**config.mk**
```make
export PLATFORM = sky130hd
export DESIGN_NAME = pinreduce_top
export DESIGN_NICKNAME = d
export VERILOG_FILES = /design/src/verilog/wb_pkg.sv /design/src/verilog/harness_pkg.sv /design/src/verilog/serial_word_loader.sv /design/src/verilog/word_fifo.sv /design/src/verilog/wb_write_master.sv /design/src/verilog/xor_fold_observer.sv /design/src/verilog/pinreduce_top.sv
export VERILOG_INCLUDE_DIRS = /design/src /design/src/verilog
export SDC_FILE = /design/constraint.sdc
export NUM_CORES = 1
export LEC_CHECK = 0
export ABC_AREA = 1
export BUFFER_PORTS_ARGS = -buffer_cell sky130_fd_sc_hd__buf_2
export CAP_MARGIN = 20
export CELL_PAD_IN_SITES_DETAIL_PLACEMENT = 1
export CELL_PAD_IN_SITES_GLOBAL_PLACEMENT = 2
export CORE_ASPECT_RATIO = 0.5
export CORE_MARGIN = 1.5
export CORE_UTILIZATION = 41
export CTS_CLUSTER_SIZE = 28
export DETAILED_ROUTE_END_ITERATION = 7
export PLACE_DENSITY_LB_ADDON = 0.15
export SYNTH_ARGS = -nofsm -noshare
export SYNTH_HDL_FRONTEND = slang
export SYNTH_SLANG_ARGS = --single-unit
```
**constraint.sdc**
```tcl
create_clock -name CLK_I -period 3 [get_ports CLK_I]
set_clock_uncertainty 0.05 [all_clocks]
set_input_delay 0.6 -clock CLK_I [delete_from_list [all_inputs] [get_ports CLK_I]]
set_output_delay 0.6 -clock CLK_I [all_outputs]
set_load 0.02 [all_outputs]
```
**src/verilog/harness_defs.svh**
```systemverilog
`ifndef HARNESS_DEFS_SVH
`define HARNESS_DEFS_SVH

// bus word and byte lane widths
`define WORD_W       32
`define SEL_W        4

// word buffer between loader and master
`define FIFO_DEPTH   4
`define FIFO_AW      2

// serial loader bit counter, wraps after one full word
`define BIT_CNT_W    5

// first write address after reset, then one word per write
`define WB_BASE_ADDR 32'h0000_1000
`define ADDR_STEP    32'd4

`endif

```
**src/verilog/wb_pkg.sv**
```systemverilog
`include "harness_defs.svh"

package wb_pkg;

   // outputs of a classic wishbone write master
   // 71 bits, cyc in the msb
   typedef struct packed {
      // bus cycle in progress
      logic               cyc;
      // strobe, one transfer
      logic               stb;
      // write enable, always high here
      logic               we;
      // byte lanes, all four written
      logic [`SEL_W-1:0]  sel;
      // byte address, word aligned
      logic [`WORD_W-1:0] adr;
      // write data
      logic [`WORD_W-1:0] dat;
   } wb_req_t;

endpackage

```
**src/verilog/harness_pkg.sv**
```systemverilog
`include "harness_defs.svh"

package harness_pkg;

   // one bus word, read as a whole or lane by lane
   // byte 0 sits in bits 7..0
   typedef union packed {
      // whole word view, used by loader, fifo and master
      logic [`WORD_W-1:0]                  word;
      // byte view, used by the fold trees
      logic [`SEL_W-1:0][`WORD_W/`SEL_W-1:0] bytes;
   } bus_word_u;

   // compressed view of one 32-bit bus
   typedef struct packed {
      // first level, xor of the four bytes
      logic [7:0] fold8;
      // second level, pair xor then and-reduce
      logic       fold1;
   } fold_t;

endpackage

```
**src/verilog/serial_word_loader.sv**
```systemverilog
`include "harness_defs.svh"
`timescale 1ns/100ps

module serial_word_loader import harness_pkg::*; (
   input  logic      CLK_I,
   input  logic      rst_n,
   input  logic      ser_din,
   input  logic      ser_en,
   output logic      word_valid,
   output bus_word_u word
);

   // bits collected so far, newest in bit 0
   logic [`WORD_W-1:0]    shift_q;
   // position inside the current word
   logic [`BIT_CNT_W-1:0] bit_cnt_q;
   logic                  valid_q;

   // shift register, payload only
   always_ff @(posedge CLK_I) begin
      if (ser_en) begin
         // first bit of a word ends up in bit 31
         shift_q <= {shift_q[`WORD_W-2:0], ser_din};
      end
   end

   // bit counter and the word strobe
   always_ff @(posedge CLK_I) begin
      if (!rst_n) begin
         bit_cnt_q <= '0;
         valid_q   <= 1'b0;
      end else begin
         // strobe only on the clock after the 32nd bit
         valid_q <= ser_en && (&bit_cnt_q);
         if (ser_en) begin
            // wraps from 31 back to 0 by itself
            bit_cnt_q <= bit_cnt_q + 1'b1;
         end
      end
   end

   assign word_valid = valid_q;
   // complete word held while valid is high
   assign word.word  = shift_q;

   // at least 32 enabled cycles between two words
   a_valid_single : assert property (
      @(posedge CLK_I) disable iff (!rst_n)
      word_valid |=> !word_valid
   );

endmodule

```
**src/verilog/word_fifo.sv**
```systemverilog
`include "harness_defs.svh"
`timescale 1ns/100ps

module word_fifo import harness_pkg::*; (
   input  logic      CLK_I,
   input  logic      rst_n,
   input  logic      push,
   input  bus_word_u push_word,
   input  logic      pop,
   output bus_word_u head_word,
   output logic      empty,
   output logic      overflow
);

   // storage, no reset needed
   bus_word_u            mem [`FIFO_DEPTH];
   logic [`FIFO_AW-1:0]  wr_ptr_q;
   logic [`FIFO_AW-1:0]  rd_ptr_q;
   // one bit wider than the pointers
   logic [`FIFO_AW:0]    count_q;
   logic                 overflow_q;
   logic                 full;
   logic                 do_push;
   logic                 do_pop;

   assign full  = (count_q == `FIFO_DEPTH);
   assign empty = (count_q == '0);

   // pop frees a slot in the same cycle
   assign do_pop  = pop && !empty;
   assign do_push = push && (!full || do_pop);

   // write port
   always_ff @(posedge CLK_I) begin
      if (do_push) begin
         mem[wr_ptr_q] <= push_word;
      end
   end

   // pointers, count and sticky overflow
   always_ff @(posedge CLK_I) begin
      if (!rst_n) begin
         wr_ptr_q   <= '0;
         rd_ptr_q   <= '0;
         count_q    <= '0;
         overflow_q <= 1'b0;
      end else begin
         // pointers wrap at depth 4
         if (do_push) begin
            wr_ptr_q <= wr_ptr_q + 1'b1;
         end
         if (do_pop) begin
            rd_ptr_q <= rd_ptr_q + 1'b1;
         end
         case ({do_push, do_pop})
            2'b10:   count_q <= count_q + 1'b1;
            2'b01:   count_q <= count_q - 1'b1;
            default: count_q <= count_q;
         endcase
         // dropped word, held until reset
         if (push && !do_push) begin
            overflow_q <= 1'b1;
         end
      end
   end

   // head visible one cycle after the push
   assign head_word = mem[rd_ptr_q];
   assign overflow  = overflow_q;

   // master only pops what it saw in the buffer
   a_no_pop_empty : assert property (
      @(posedge CLK_I) disable iff (!rst_n)
      pop |-> !empty
   );

   a_count_bound : assert property (
      @(posedge CLK_I) disable iff (!rst_n)
      count_q <= `FIFO_DEPTH
   );

endmodule

```
**src/verilog/wb_write_master.sv**
```systemverilog
`include "harness_defs.svh"
`timescale 1ns/100ps

module wb_write_master import wb_pkg::*, harness_pkg::*; (
   input  logic      CLK_I,
   input  logic      rst_n,
   input  logic      empty,
   input  bus_word_u head_word,
   input  logic      ACK_I,
   output logic      pop,
   output wb_req_t   req
);

   // fsm encoding
   localparam logic [1:0] ST_IDLE  = 2'd0;
   localparam logic [1:0] ST_POP   = 2'd1;
   localparam logic [1:0] ST_WRITE = 2'd2;

   logic [1:0]         state_q;
   // next write address
   logic [`WORD_W-1:0] addr_q;
   // request register, folds see zero until the first write
   wb_req_t            req_q;

   always_ff @(posedge CLK_I) begin
      if (!rst_n) begin
         state_q <= ST_IDLE;
         addr_q  <= `WB_BASE_ADDR;
         req_q   <= '0;
      end else begin
         case (state_q)
            ST_IDLE: begin
               // at least one idle cycle between writes
               if (!empty) begin
                  state_q <= ST_POP;
               end
            end
            ST_POP: begin
               // head word taken on this edge
               state_q   <= ST_WRITE;
               req_q.cyc <= 1'b1;
               req_q.stb <= 1'b1;
               req_q.we  <= 1'b1;
               req_q.sel <= '1;
               req_q.adr <= addr_q;
               req_q.dat <= head_word.word;
            end
            ST_WRITE: begin
               // ack only counts with stb up
               if (req_q.stb && ACK_I) begin
                  state_q   <= ST_IDLE;
                  req_q.cyc <= 1'b0;
                  req_q.stb <= 1'b0;
                  req_q.we  <= 1'b0;
                  addr_q    <= addr_q + `ADDR_STEP;
               end
            end
            default: state_q <= ST_IDLE;
         endcase
      end
   end

   // one-cycle pop, fifo is non-empty here
   assign pop = (state_q == ST_POP);
   assign req = req_q;

   // slave may wait any number of cycles on a stable request
   a_req_stable : assert property (
      @(posedge CLK_I) disable iff (!rst_n)
      (req.stb && !ACK_I) |=> (req.stb && $stable(req.adr) && $stable(req.dat))
   );

endmodule

```
**src/verilog/xor_fold_observer.sv**
```systemverilog
`timescale 1ns/100ps

module xor_fold_observer import harness_pkg::*; (
   input  logic      CLK_I,
   input  logic      rst_n,
   input  bus_word_u adr,
   input  bus_word_u dat,
   output fold_t     adr_fold,
   output fold_t     dat_fold
);

   fold_t adr_fold_q;
   fold_t dat_fold_q;

   // first level, xor of the four byte lanes
   function automatic logic [7:0] fold_bytes(input bus_word_u w);
      return w.bytes[3] ^ w.bytes[2] ^ w.bytes[1] ^ w.bytes[0];
   endfunction

   // second level, xor of bit pairs then and of the two bits
   function automatic logic fold_pairs(input logic [7:0] f);
      logic [1:0] pair_x;
      pair_x = f[7:6] ^ f[5:4] ^ f[3:2] ^ f[1:0];
      return &pair_x;
   endfunction

   // stage 1 feeds fold8, stage 2 reads stage 1
   // so two bus values can be in flight
   always_ff @(posedge CLK_I) begin
      if (!rst_n) begin
         adr_fold_q <= '0;
         dat_fold_q <= '0;
      end else begin
         // stage 1
         adr_fold_q.fold8 <= fold_bytes(adr);
         dat_fold_q.fold8 <= fold_bytes(dat);
         // stage 2, two cycles after the bus
         adr_fold_q.fold1 <= fold_pairs(adr_fold_q.fold8);
         dat_fold_q.fold1 <= fold_pairs(dat_fold_q.fold8);
      end
   end

   // 64 bus bits down to 18 pins
   assign adr_fold = adr_fold_q;
   assign dat_fold = dat_fold_q;

endmodule

```
**src/verilog/pinreduce_top.sv**
```systemverilog
`include "harness_defs.svh"
`timescale 1ns/100ps

module pinreduce_top import wb_pkg::*, harness_pkg::*; (
   input  logic              CLK_I,
   input  logic              rst_n,
   input  logic              ser_din,
   input  logic              ser_en,
   input  logic              ACK_I,
   output logic              CYC_O,
   output logic              STB_O,
   output logic              WE_O,
   output logic [`SEL_W-1:0] SEL_O,
   output fold_t             adr_fold,
   output fold_t             dat_fold,
   output logic              overflow
);

   // loader to fifo
   logic      word_valid;
   bus_word_u word;
   // fifo to master
   bus_word_u head_word;
   logic      empty;
   logic      pop;
   // master request, wide buses only reach the folds
   wb_req_t   req;

   serial_word_loader i_loader (
      .CLK_I      (CLK_I),
      .rst_n      (rst_n),
      .ser_din    (ser_din),
      .ser_en     (ser_en),
      .word_valid (word_valid),
      .word       (word)
   );

   // input never stalls, overflow drops words
   word_fifo i_fifo (
      .CLK_I     (CLK_I),
      .rst_n     (rst_n),
      .push      (word_valid),
      .push_word (word),
      .pop       (pop),
      .head_word (head_word),
      .empty     (empty),
      .overflow  (overflow)
   );

   wb_write_master i_master (
      .CLK_I     (CLK_I),
      .rst_n     (rst_n),
      .empty     (empty),
      .head_word (head_word),
      .ACK_I     (ACK_I),
      .pop       (pop),
      .req       (req)
   );

   xor_fold_observer i_observer (
      .CLK_I    (CLK_I),
      .rst_n    (rst_n),
      .adr      (req.adr),
      .dat      (req.dat),
      .adr_fold (adr_fold),
      .dat_fold (dat_fold)
   );

   // narrow control pins straight from the request
   assign CYC_O = req.cyc;
   assign STB_O = req.stb;
   assign WE_O  = req.we;
   assign SEL_O = req.sel;

endmodule

```
== Yosys cells after proc, flatten, opt, wreduce, memory -nomap -nowiden ==
Memory sizes are Yosys's and may differ from the RTL's. A register that Yosys moved wholly into a read port is not among the register bits.
Index checks and enable logic that the tools add are counted.

* Bits in registers: 134
* RAM bits: 128
* Input port bits: 5
* Output and inout port bits: 26
* Word-level logic and storage cells: 72
* Memories kept: 1

* $add $sub $neg: 6
* Equality and inequality tests: 7
* Muxes and demuxes: 8
* Bitwise logic cells: 12
* Reduce and logical (&&, ||, !) cells: 20

{| class="wikitable"
|+ Memories
! name !! depth !! bits a word !! rd ports !! clocked after Yosys merged registers in !! wr ports !! RTL line !! RTL
|-
| i_fifo.mem || 4 || 32 || 1 || 1 || 1 || word_fifo.sv:16 || <nowiki>bus_word_u mem [`FIFO_DEPTH];</nowiki>
|}

{| class="wikitable"
|+ Operators with widths
! cell !! number
|-
| $xor A8 B8 Y8 || 6
|-
| $add A32 B3 Y32 const B || 1
|-
| $pmux W3 S2 || 2
|-
| $xor A2 B2 Y2 || 6
|-
| $reduce_and A2 Y1 || 5
|-
| $pmux W2 S3 || 1
|-
| $add A5 B1 Y5 const B || 1
|-
| $logic_and A1 B1 Y1 || 5
|-
| $reduce_and A5 Y1 || 1
|-
| $add A2 B1 Y2 const B || 2
|-
| $eq A2 B1 Y1 const B || 2
|-
| $eq A2 B2 Y1 const B || 2
|-
| $logic_not A1 Y1 || 4
|-
| $mux W2 || 2
|-
| $reduce_bool A2 Y1 || 2
|-
| $add A3 B1 Y3 const B || 1
|-
| $eq A3 B3 Y1 const B || 1
|-
| $logic_not A3 Y1 || 1
|-
| $mux W3 || 1
|-
| $sub A3 B1 Y3 const B || 1
|-
| $logic_not A2 Y1 || 1
|-
| $mux W1 || 2
|-
| $ne A2 B1 Y1 const B || 1
|-
| $ne A2 B2 Y1 const B || 1
|-
| $logic_or A1 B1 Y1 || 1
|}

== Depth between registers and ports, before layout ==
Gate-level depths: netlist (run 1).

* Depth after elaboration: 7
* Gate-level depth with buffers: 11
* Mapped depth without buffers: 11

== Hierarchy ==
A second synthesis (run 1) with hierarchy kept.

* Cells, all modules: 1154
* Area, all modules: 11656.2 um^2

{| class="wikitable"
|+ By module, submodules not included
! module !! instances !! cells each !! area an instance (um^2) !! sequential area each (um^2)
|-
| word_fifo || 1 || 378 || 5233.8 || 4043.9
|-
| wb_write_master || 1 || 525 || 3834.9 || 1921.8
|-
| xor_fold_observer || 1 || 188 || 1357.6 || 360.3
|-
| serial_word_loader || 1 || 63 || 1229.9 || 1081.0
|}

== Least setup slack after synthesis (run 1) ==
Ideal clock, no wire load.

* Path type: reg2reg
* Start: register i_master.state_q[1]
* End: memory i_fifo.mem[0][0] (netlist name) (enable)
* Library setup time: 0.421 ns
* Data arrival time: 2.076 ns
* Data required time: 2.529 ns
* Slack: 0.453 ns
* Cell stages (with the launch flop): 6
* Period minus slack after synthesis: 2.547 ns
* Cell sequence: dfxtp_1 inv_1 nand2_2 nand3_1 nand2_2 nor2_1

* Cells in the longest elaborated chain, start to end: 6

{| class="wikitable"
|+ Ends and longest elaborated chain
! item !! RTL line !! RTL
|-
| start, declared || wb_write_master.sv:19 || <nowiki>logic [1:0] state_q;</nowiki>
|-
| start signal, assigned || wb_write_master.sv:27 || <nowiki>state_q <= ST_IDLE;</nowiki>
|-
| start signal, assigned || wb_write_master.sv:35 || <nowiki>state_q <= ST_POP;</nowiki>
|-
| start signal, assigned || wb_write_master.sv:40 || <nowiki>state_q <= ST_WRITE;</nowiki>
|-
| $eq A2 B1 Y1 || wb_write_master.sv:64 || <nowiki>assign pop = (state_q == ST_POP);</nowiki>
|-
| $logic_and A1 B1 Y1 || word_fifo.sv:30 || <nowiki>assign do_pop = pop && !empty;</nowiki>
|-
| $logic_or A1 B1 Y1 || word_fifo.sv:31 || <nowiki>assign do_push = push && (!full || do_pop);</nowiki>
|-
| $logic_and A1 B1 Y1 || word_fifo.sv:31 ||
|-
| $mux W1 || word_fifo.sv:35 || <nowiki>if (do_push) begin</nowiki>
|-
| $mux W1 (implied by the code) || word_fifo.sv:36 || <nowiki>mem[wr_ptr_q] <= push_word;</nowiki>
|-
| end, declared || word_fifo.sv:16 ||
|}

No other way between the ends.

== Final worst setup path (run 1) ==
* Start: register i_master.state_q[1]
* End: register i_fifo.count_q[2]

* Cells in the longest elaborated chain, start to end: 6

{| class="wikitable"
|+ Ends and longest elaborated chain
! item !! RTL line !! RTL
|-
| $eq A2 B1 Y1 (*) || wb_write_master.sv:64 ||
|-
| $logic_and A1 B1 Y1 (*) || word_fifo.sv:30 ||
|-
| $logic_or A1 B1 Y1 || word_fifo.sv:31 ||
|-
| $logic_and A1 B1 Y1 || word_fifo.sv:31 ||
|-
| $eq A2 B1 Y1 / $eq A2 B2 Y1 (equally long branches) || word_fifo.sv:55 || <nowiki>case ({do_push, do_pop})</nowiki>
|-
| $pmux W3 S2 / $reduce_bool A2 Y1 (equally long branches) || n/a ||
|-
| end signal, assigned || word_fifo.sv:56 || <nowiki>2'b10: count_q <= count_q + 1'b1;</nowiki>
|-
| end signal, assigned || word_fifo.sv:57 || <nowiki>2'b01: count_q <= count_q - 1'b1;</nowiki>
|-
| end signal, assigned || word_fifo.sv:58 || <nowiki>default: count_q <= count_q;</nowiki>
|-
| end, declared || word_fifo.sv:20 || <nowiki>logic [`FIFO_AW:0] count_q;</nowiki>
|}

Mark *: on every way between the ends. The rest lies on a longest branch, timed or not.
A chain may end at the register's enable or synchronous reset.

==> results.md, run 1 <==
- Status: finished clean
- Top-count cell post-synth: nor2_1
- Avg WL per Cell: roughly 18 um
- Pin count of the biggest net entering global routing: 66
- First-pass GRT wire length: around 44,000 um
- CTS tree: yes
- CTS Buf Count: 27
- Data arrival, critical path: 2600 ps
- WP buf/inv: 1
- Residual DRC: 0
- Fin crit share: around 73%
- Synth area leader: edfxtp_1
- CP max FO: 10
- Final min period: 2190 ps
- Worst EP required: between 3000 and 4000 ps
- Area contributors post-synth: edfxtp_1, dfxtp_1, nor2_1
- Die H: 121 um
- Core Region: 0.0269 sq mm
- Upper clock frequency limit: 456 MHz
- H-tree levels: 1
- Gr usage total: 19.6%
- Worst-Skew Late Latency: 560 ps
- Max Cap Viol: 0
- # diodes: 0
- Max VDD drop: 0.406 mV
- Ys flop type: edfxtp_1
- CTS sink cnt: 288
- Post-CTS Setup Bufs: 0
- FF+latch count, synth: between 200 and 300
- Unique masters post-synth: 35
- Initial drt markers: 392
- Synth Net Count: 1,137
- Number of global-route vias before repair: about 8.1k
- PwrDens: 595 mW/mm^2
- Number of synthesized flops with an enable pin: 160
- Final hold viol count: 0
- CP Cell Sequence: inv_1 > nand2_2 > nand3_1 > nand2_2 > nand2_1 > fa_1 > o21ai_0 > nand3_1 > nand2_1 > nor2_1
- WL final: between 20,000 and 30,000 um
- Die ar.: approximately 0.029 sq mm
- Worst-Margin Slew: 830 ps
- Ys Warns: 0
- Placed Instances: between 1k and 1.5k
- Setup TNS: 0 ps
- Syn-to-layout area delta: 12.5%
- CTS root buf: clkbuf_16
- Worst hold path class: in2reg
- Asr flop ratio synth: 0%
- Non-filler instance count after layout: 1,546
- Remaining Overflow, GRT: 0
- Post-Syn Area per Cell: approximately 10 sq um
- Worst setup margin: 805 ps
- Fin. max-slew vios: 0
- Register area share after synthesis: between 60% and 70%
- Endpoints failing setup: 0
- Vias: 7,772
- Syn Std Cell Area: 0.0114 sq mm
- Mapped Cells: around 1.1k
- Row count: 42
- Vias per cell: roughly 5.0
- CTS max path bufs: 3
- DR pass1 iterations: 4
- Worst path max stage delay: 430 ps
- Commonest cells post-synth: nor2_1, edfxtp_1, o21ai_0
- Crit path kind: reg2reg
- Input/output buffers: 30
- Place WS: between 800 and 900 ps
- DPL Wire Length: around 17,000 um
- Nets@finish: ~1.2k
- Layout cells sized above 1: around 11%
- Initial core utilization: a little over two fifths
- Post-synth top area share: a little over two fifths
- Max-slew headroom: between 40% and 50%
- Initial antenna violation count: 1
- I/O pin count: 31
- Hold_buf cts: 0
- Final ANT Viol Nets: 0
- Crit path capture type: flop
- Die width: 239 um
- Family with the most delay on the worst path: simple AND/OR/NAND/NOR gates
- Post-cts repair resize count: 0
- RSZ-0062 raised after global routing: false
- Critical path startpoint category: flop
- Leakage: about 4.8 nW
- Slowest cell on crit path: dfxtp_1
- Routability congestion estimate: approximately 0.77
- Reg clk slew, reported paths: 60 ps
==> where the power goes <==
part           switching (mW)  leakage (nW)  total, mW  internal (mW)
combinational          0.0524          1.89     0.0678         0.0154
clock                    1.50         0.408       3.34           1.84
sequential             0.0334          2.49       4.22           4.19
==> worst reg2reg max path, cell delays in order, from the launching register on <==
cell and delay [ps]:
dfxtp_1 430, inv_1 80, nand2_2 80, nand3_1 100, nand2_2 270, nand2_1 160, fa_1 400, o21ai_0 290
nand3_1 120, nand2_1 70, nor2_1 40
==> flip-flops by register name, summed over array words and instances (netlist names) <==
| name | flops |
|---|---|
| i_fifo.wr_ptr_q | 2 |
| i_observer.adr_fold | 9 |
| i_fifo.count_q | 3 |
| i_loader.word_valid | 1 |
| i_master.state_q | 2 |
| i_fifo.rd_ptr_q | 2 |
| i_loader.bit_cnt_q | 5 |
| i_loader.word | 32 |
| i_fifo.overflow | 1 |
| i_observer.dat_fold | 9 |
| i_fifo.mem | 128 |
| i_master.addr_q | 30 |
| i_master.req | 64 |
==> final cells by class <==
type / count / area (sq um)
Fill cell: 2991 / 14000
Sequential cell: 288 / 7370
Timing Repair Buffer: 50 / 313
Multi-Input combinational cell: 687 / 3470
Tap cell: 374 / 468
Clock buffer: 40 / 754
Inverter: 97 / 364
Clock inverter: 10 / 87.6
==> metrics by stage <==
step           util, %  area [sq um]  power, mW  hold WS (ps)
2_1_floorplan        -         11400       4.33           367
3_3_place_gp      44.6         12000       4.38           387
3_5_place_dp      44.6         12000       4.38           407
4_1_cts           47.7         12800       7.73           133
5_1_grt           47.7         12800       7.90           136
6_report          47.7         12800       7.63           163
==> layer usage <==
| layer | up-vias | GRT usage [%] | wire length, um |
|---|---|---|---|
| met5 | - | 0 | 0 |
| met4 | 0 | 4.11 | 530 |
| met3 | 39 | 3.37 | 857 |
| met2 | 63 | 34.3 | 13100 |
| met1 | 3850 | 25.6 | 12800 |
| li1 | 3820 | - | - |
==> cell families after synthesis <==
logic type	count (synthesis)	share of synthesized area, %
DFF	288	64.6
buffers and inverters	149	5.20
xor gates and xnor gates	43	3.30
and+or+nand+nor	385	14.5
AOI/OAI and AO/OA	251	11.4
adders and majority gates	8	0.944
==> worst paths after layout <==
kind / startpoint / end / slack (ps) / cells past startpoint
min: ser_din / i_loader.word[0] / 160 / 1
max reg2reg: i_master.state_q[1] / i_fifo.count_q[2] / 810 / 10
min reg2reg: i_master.req[41] / i_observer.adr_fold[2] / 410 / 1
max: i_master.state_q[1] / i_fifo.count_q[2] / 810 / 10
==> cells in the final DEF, fill, tap and decap left out, drive strengths merged, types with 11 or more instances in the layout <==
| cell | synthesis | final |
|---|---|---|
| edfxtp | 160 | 160 |
| o21ai | 150 | 150 |
| clkbuf | 34 | 40 |
| inv | 95 | 96 |
| or2 | 15 | 15 |
| nor2 | 212 | 212 |
| a21oi | 67 | 67 |
| xor2 | 19 | 19 |
| dfxtp | 128 | 128 |
| nand2 | 117 | 117 |
| nor3 | 11 | 11 |
| buf | 18 | 50 |
| o22ai | 32 | 32 |
| nand3 | 17 | 17 |
| xnor2 | 24 | 24 |
(Power assumes the default switching activity.)
==> run 2: changes to the inputs <==
--- a/config.mk
+++ b/config.mk
@@ -6,14 +6,14 @@
 export SDC_FILE = /design/constraint.sdc
 export NUM_CORES = 1
 export LEC_CHECK = 0
-export ABC_AREA = 1
+export ABC_AREA = 0
 export BUFFER_PORTS_ARGS = -buffer_cell sky130_fd_sc_hd__buf_2
 export CAP_MARGIN = 20
 export CELL_PAD_IN_SITES_DETAIL_PLACEMENT = 1
 export CELL_PAD_IN_SITES_GLOBAL_PLACEMENT = 2
 export CORE_ASPECT_RATIO = 0.5
 export CORE_MARGIN = 1.5
-export CORE_UTILIZATION = 41
+export CORE_UTILIZATION = 40
 export CTS_CLUSTER_SIZE = 28
 export DETAILED_ROUTE_END_ITERATION = 7
 export PLACE_DENSITY_LB_ADDON = 0.15
==> constraint.sdc (replaced) <==
create_clock -name CLK_I -period 1.87 [get_ports CLK_I]
set_clock_uncertainty 0.05 [all_clocks]
set_input_delay 0.374 -clock CLK_I [delete_from_list [all_inputs] [get_ports CLK_I]]
set_output_delay 0.374 -clock CLK_I [all_outputs]
set_load 0.02 [all_outputs]
==> results.md, run 2 <==
- H-tree levels: 1
- Layout cells sized above 1: between 20% and 30%
- CP max FO: 8
- Placed Instances: 1,245
- Gr usage total: ~18%
- Routability congestion estimate: 0.752
- DPL Wire Length: around 16,000 um
- Leakage: 4.39 nW
- Worst setup margin: -45.6 ps
- Upper clock frequency limit: about 520 MHz
- Max VDD drop: 0.629 mV
- Number of synthesized flops with an enable pin: 160
- Worst-Margin Slew: about 570 ps
- Syn Std Cell Area: roughly 0.011 sq mm
- Initial antenna violation count: 0
- Most common cell after layout, fill and taps aside: edfxtp_1
- Initial core utilization: about two fifths
- Crit path capture type: flop
- Final min period: approximately 1900 ps
- Avg WL per Cell: approximately 19 um
- Max FFs per register: between 100 and 150
- Commonest cells post-synth: edfxtp_1, nand2_1, dfxtp_1
- Unique masters post-synth: 47
- Die H: roughly 120 um
- # diodes: 0
- Endpoints failing setup: 9
- Setup TNS: -222 ps
- Critical path startpoint category: flop
- DR pass1 iterations: 4
- CTS max path bufs: 3
- Failing checks: setup timing
- Max-slew headroom: between 60 and 70%
- Fin. max-slew vios: 0
- Asr flop ratio synth: 0%
- Worst path max stage delay: between 500 and 600 ps
- Worst hold path class: in2reg
- Residual DRC: 0
- Post-placement cell area: around 0.012 sq mm
- Data arrival, critical path: about 2400 ps
- Remaining Overflow, GRT: 0
- Row count: 42
- First-pass GRT wire length: just under 40,000 um
- CTS sink cnt: roughly 290
- RSZ-0062 raised after global routing: true
- CTS tree: yes
- Initial drt markers: 260
- CTS root buf: clkbuf_16
- Vias: ~6.7k
- Status: finished, violations left
- Die ar.: 0.0284 sq mm
- Pin count of the biggest net entering global routing: 40
- Core Region: ~0.027 sq mm
- CP Cell Sequence: nand4b_1 > buf_4 > or4_4 > buf_8 > or3_1 > a21oi_1
- Mapped Cells: between 800 and 900
- PwrDens: just over 900 mW/mm^2
- CTS Buf Count: 27
- Register area share after synthesis: between 60% and 70%
- Post-synth top area share: 43.9%
- Reg clk slew, reported paths: about 60 ps
- Synth area leader: edfxtp_1
- Ys Warns: 0
- Area contributors post-synth: edfxtp_1, dfxtp_1, mux4_2
- Synth Net Count: 855
- Top-count cell post-synth: edfxtp_1
- Non-filler instance count after layout: roughly 1.3k
- Worst-Skew Late Latency: ~560 ps
- Post-Syn Area per Cell: between 10 and 15 sq um
- Syn-to-layout area delta: 21.6%
- Fin crit share: 102%
- Crit path kind: reg2reg
- Worst EP required: 2310 ps
- FF+latch count, synth: around 290
- Max Cap Viol: 0
- Nets@finish: about 940
- WL final: 24,100 um
- Vias per cell: approximately 5.1
- Ys flop type: edfxtp_1
- Final ANT Viol Nets: 0
- Final hold viol count: 0
- Number of global-route vias before repair: around 7.0k
- Input/output buffers: 30
- Top reg by flops: i_fifo.mem
- Slowest cell on crit path: or4_4
- Most frequent cells in the layout: edfxtp_1, nand2_1, dfxtp_1
- Fin area: between 0.01 and 0.015 sq mm
- I/O pin count: 31
- Filler cells: around 2.7k
- Die width: ~240 um
==> run 2: logic make-up after synthesis <==
family,count (synthesis),synth area share [%]
DFF,288,67.3
xor gates and xnor gates,75,6.00
and+or+nand+nor,255,10.4
adders and majority gates,8,0.983
muxes,35,6.86
AOI/OAI and AO/OA,116,6.02
buffers and inverters,65,2.48
==> run 2: final cells by class <==
class,count,area (sq um),share of cell area (%)
Clock buffer,36,759,5.70
Tap cell,352,440,3.31
Inverter,11,43.8,0.329
Clock inverter,14,131,0.987
Sequential cell,288,7390,55.5
Multi-Input combinational cell,489,3500,26.3
Timing Repair Buffer,113,1040,7.83
==> run 2: metal layers <==
layer / up-vias / global-route usage [%] / share of wire [%]
met5: - / 0 / 0
met4: 0 / 3.04 / 1.2
li1: 3173 / - / -
met2: 78 / 31.1 / 50
met3: 26 / 3.47 / 3.7
met1: 3380 / 22.9 / 46
==> run 2: critical path, delay by kind of cell (launching register included) <==
kind | cells | cell delay, ps
and+or+nand+nor | 3 | 1020
AOI/OAI and AO/OA | 1 | 130
buffers and inverters | 2 | 330
DFF | 1 | 320
==> run 2: final timing paths <==
check	start	end	slack [ps]	cells after the start
worst max register to register	i_master.state_q[0]	i_master.addr_q[16]	-50	6
worst max-delay path	i_master.state_q[0]	i_master.addr_q[16]	-50	6
worst min-delay path	ACK_I	i_master.state_q[1]	140	4
worst min register to register	i_master.req[35]	i_master.req[35]	420	2
==> run 2: what timing repair did <==
action / in CTS / in global routing
resized for setup: 33 / 23
endpoints found under the setup margin: 173 / 82
cloned: 1 / 0
hold endpoints to repair: 1 / 0
setup buffers: 6 / 0
hold buffers: 1 / 0
pin swaps: 14 / 8
==> run 2: power by group <==
group	leakage, nW	internal [mW]	switching (mW)
registers	2.50	6.72	0.0571
clock network	0.441	3.14	2.39
logic	1.45	0.0316	0.0832
==> run 2: stage by stage <==
step                      setup WS, ps  utilization (%)  hold slack [ps]  total power [mW]
after global routing              -114             50.0              139              12.9
after global placement            -181             45.6              406              7.02
after detailed placement          -232             45.6              411              7.03
after floorplan                   -249                -              385              6.94
after CTS                        -71.5             49.6             98.1              12.6
final                            -45.6             50.0              141              12.4
==> run 3: changes to the inputs <==
--- a/config.mk
+++ b/config.mk
@@ -17,6 +17,7 @@
 export CTS_CLUSTER_SIZE = 28
 export DETAILED_ROUTE_END_ITERATION = 7
 export PLACE_DENSITY_LB_ADDON = 0.15
+export SKIP_LAST_GASP = 1
 export SYNTH_ARGS = -nofsm -noshare
 export SYNTH_HDL_FRONTEND = slang
 export SYNTH_SLANG_ARGS = --single-unit
==> results.md, run 3 (synthesis gave the netlist of run 2 again) <==
- Status: finished, violations left
- Failing checks: setup timing
- Fin crit share: 102%
- Max VDD drop: 0.629 mV
- CP Cell Sequence: nand4b_1 > buf_4 > or4_4 > buf_8 > or3_1 > a21oi_1
- H-tree levels: 1
- Die width: between 200 and 250 um
- Die H: ~120 um
- Remaining Overflow, GRT: 0
- Residual DRC: 0
- I/O pin count: 31
- Family with the most delay on the worst path: simple AND/OR/NAND/NOR gates
- Reg clk slew, reported paths: 60 ps
- Pin count of the biggest net entering global routing: 40
- CP max FO: 8
- Placed Instances: 1,245
- Clock power frac: around 45%
- Max-slew headroom: roughly 62%
- Worst path max stage delay: between 500 and 600 ps
- Final Power: between 10 and 15 mW
- Most crowded layer after global routing: met2
- Top reg by flops: i_fifo.mem
- Avg WL per Cell: roughly 18 um
- Number of global-route vias before repair: slightly above 7k
- Non-filler instance count after layout: 1,303
- CTS tree: yes
- Vias: approximately 6.6k
- Max Cap Viol: 0
- Endpoints failing setup: 8
- Sequential Area: ~0.0074 sq mm
- Fin. max-slew vios: 0
- Routability congestion estimate: 0.752
- WL final: roughly 24,000 um
- Input/output buffers: 30
- # diodes: 0
- Comb pwr share: 0.9%
- Crit path kind: reg2reg
- Syn-to-layout area delta: 21.5%
- Crit path capture type: flop
- GR Util met2: approximately 31%
- RSZ-0062 raised after global routing: true
- Place WS: -232 ps
- Fin Hold WS: about 140 ps
- DPL Wire Length: approximately 16,000 um
- Row count: 42
- CTS root buf: clkbuf_16
- DR pass1 iterations: 4
- M1 GR Usage: about 23%
- WP buf/inv: 2
- Most common cell after layout, fill and taps aside: edfxtp_1
- Initial antenna violation count: 0
- Worst hold path class: in2reg
- Gr usage total: between 15 and 20%
- Layout cells sized above 1: about a quarter
- Sw Ratio: between 20% and 30%
- Final hold viol count: 0
- Seq pwr share: 54.6%
- Final core utilization: between 40% and 50%
- Final min period: about 1900 ps
- Critical path startpoint category: flop
- Sw Pwr: 2.53 mW
- CTS max path bufs: 3
- Die ar.: 0.0284 sq mm
- Worst EP required: 2310 ps
- Initial drt markers: 264
- Leakage: approximately 4.4 nW
- Max FFs per register: about 130
- Vias per cell: roughly 5.1
- Final ANT Viol Nets: 0
- Met3 track demand over resource: under 10%
- CTS Buf Count: 27
- Nets@finish: 943
- Slowest cell on crit path: or4_4
- Worst-Margin Slew: 566 ps
- Core Region: roughly 0.027 sq mm
- PwrDens: about 930 mW/mm^2
- Multi-input gate area: 0.00349 sq mm
- Initial core utilization: 41.1%
- Worst setup margin: -40.6 ps
- Filler cells: 2,675
- First-pass GRT wire length: between 30,000 and 40,000 um
- Upper clock frequency limit: 523 MHz
- Most frequent cells in the layout: edfxtp_1, nand2_1, dfxtp_1
- Data arrival, critical path: between 2000 and 2500 ps
- Internal: roughly 9.9 mW
- Worst-Skew Late Latency: between 500 and 600 ps
- CTS sink cnt: approximately 290
[run 3: timing repair]
| item | 4_1_cts | 5_1_grt |
|---|---|---|
| hold buffers | 1 | 0 |
| gates cloned | 1 | 0 |
| gates resized for setup | 31 | 24 |
| pin swaps | 14 | 9 |
| setup endpoints to repair | 173 | 82 |
| endpoints found under the hold margin | 1 | 0 |
| buffers inserted | 6 | 0 |
[run 3: final cells by class]
cell class / count / area share, %
sequential: 288 / 55.5
inverter: 11 / 0.329
multi-input combinational: 489 / 26.3
clock buffer: 36 / 5.71
tap: 352 / 3.31
clock inverter: 14 / 0.987
timing repair buffer: 113 / 7.86
[run 3: worst min-delay path: stages]
cell	delay, ps
buf_2	110
nand2_1	60
nand3b_1	90
a21oi_1	70
[run 3: power groups by stage]
stage	combinational, mW	clock, mW	sequential, mW
final	0.115	5.53	6.78
after global placement	0.110	0	6.91
after global routing	0.127	5.94	6.78
after CTS	0.116	5.70	6.78
after floorplan	0.0512	0	6.89
after detailed placement	0.112	0	6.92
[run 3: routing by layer]
metal	wire length, um	vias to the layer above
met5	0	-
met4	290	0
met3	858	27
met2	12000	72
met1	11000	3371
li1	-	3171
[run 3: path summary, 6_finish.rpt]
check,startpoint,end,slack (ps),depth (start not counted)
worst min register to register,i_master.req[47],i_master.req[47],420,2
worst max-delay path,i_master.state_q[0],i_master.addr_q[16],-40,6
worst min-delay path,ACK_I,i_master.state_q[1],140,4
worst max register to register,i_master.state_q[0],i_master.addr_q[16],-40,6
[run 3: through the flow]
step	TNS (ps)	area (sq um)
after floorplan	-285	11000
after global placement	-10570	12100
after detailed placement	-11030	12100
after CTS	-414	13200
after global routing	-973	13300
final	-195	13300
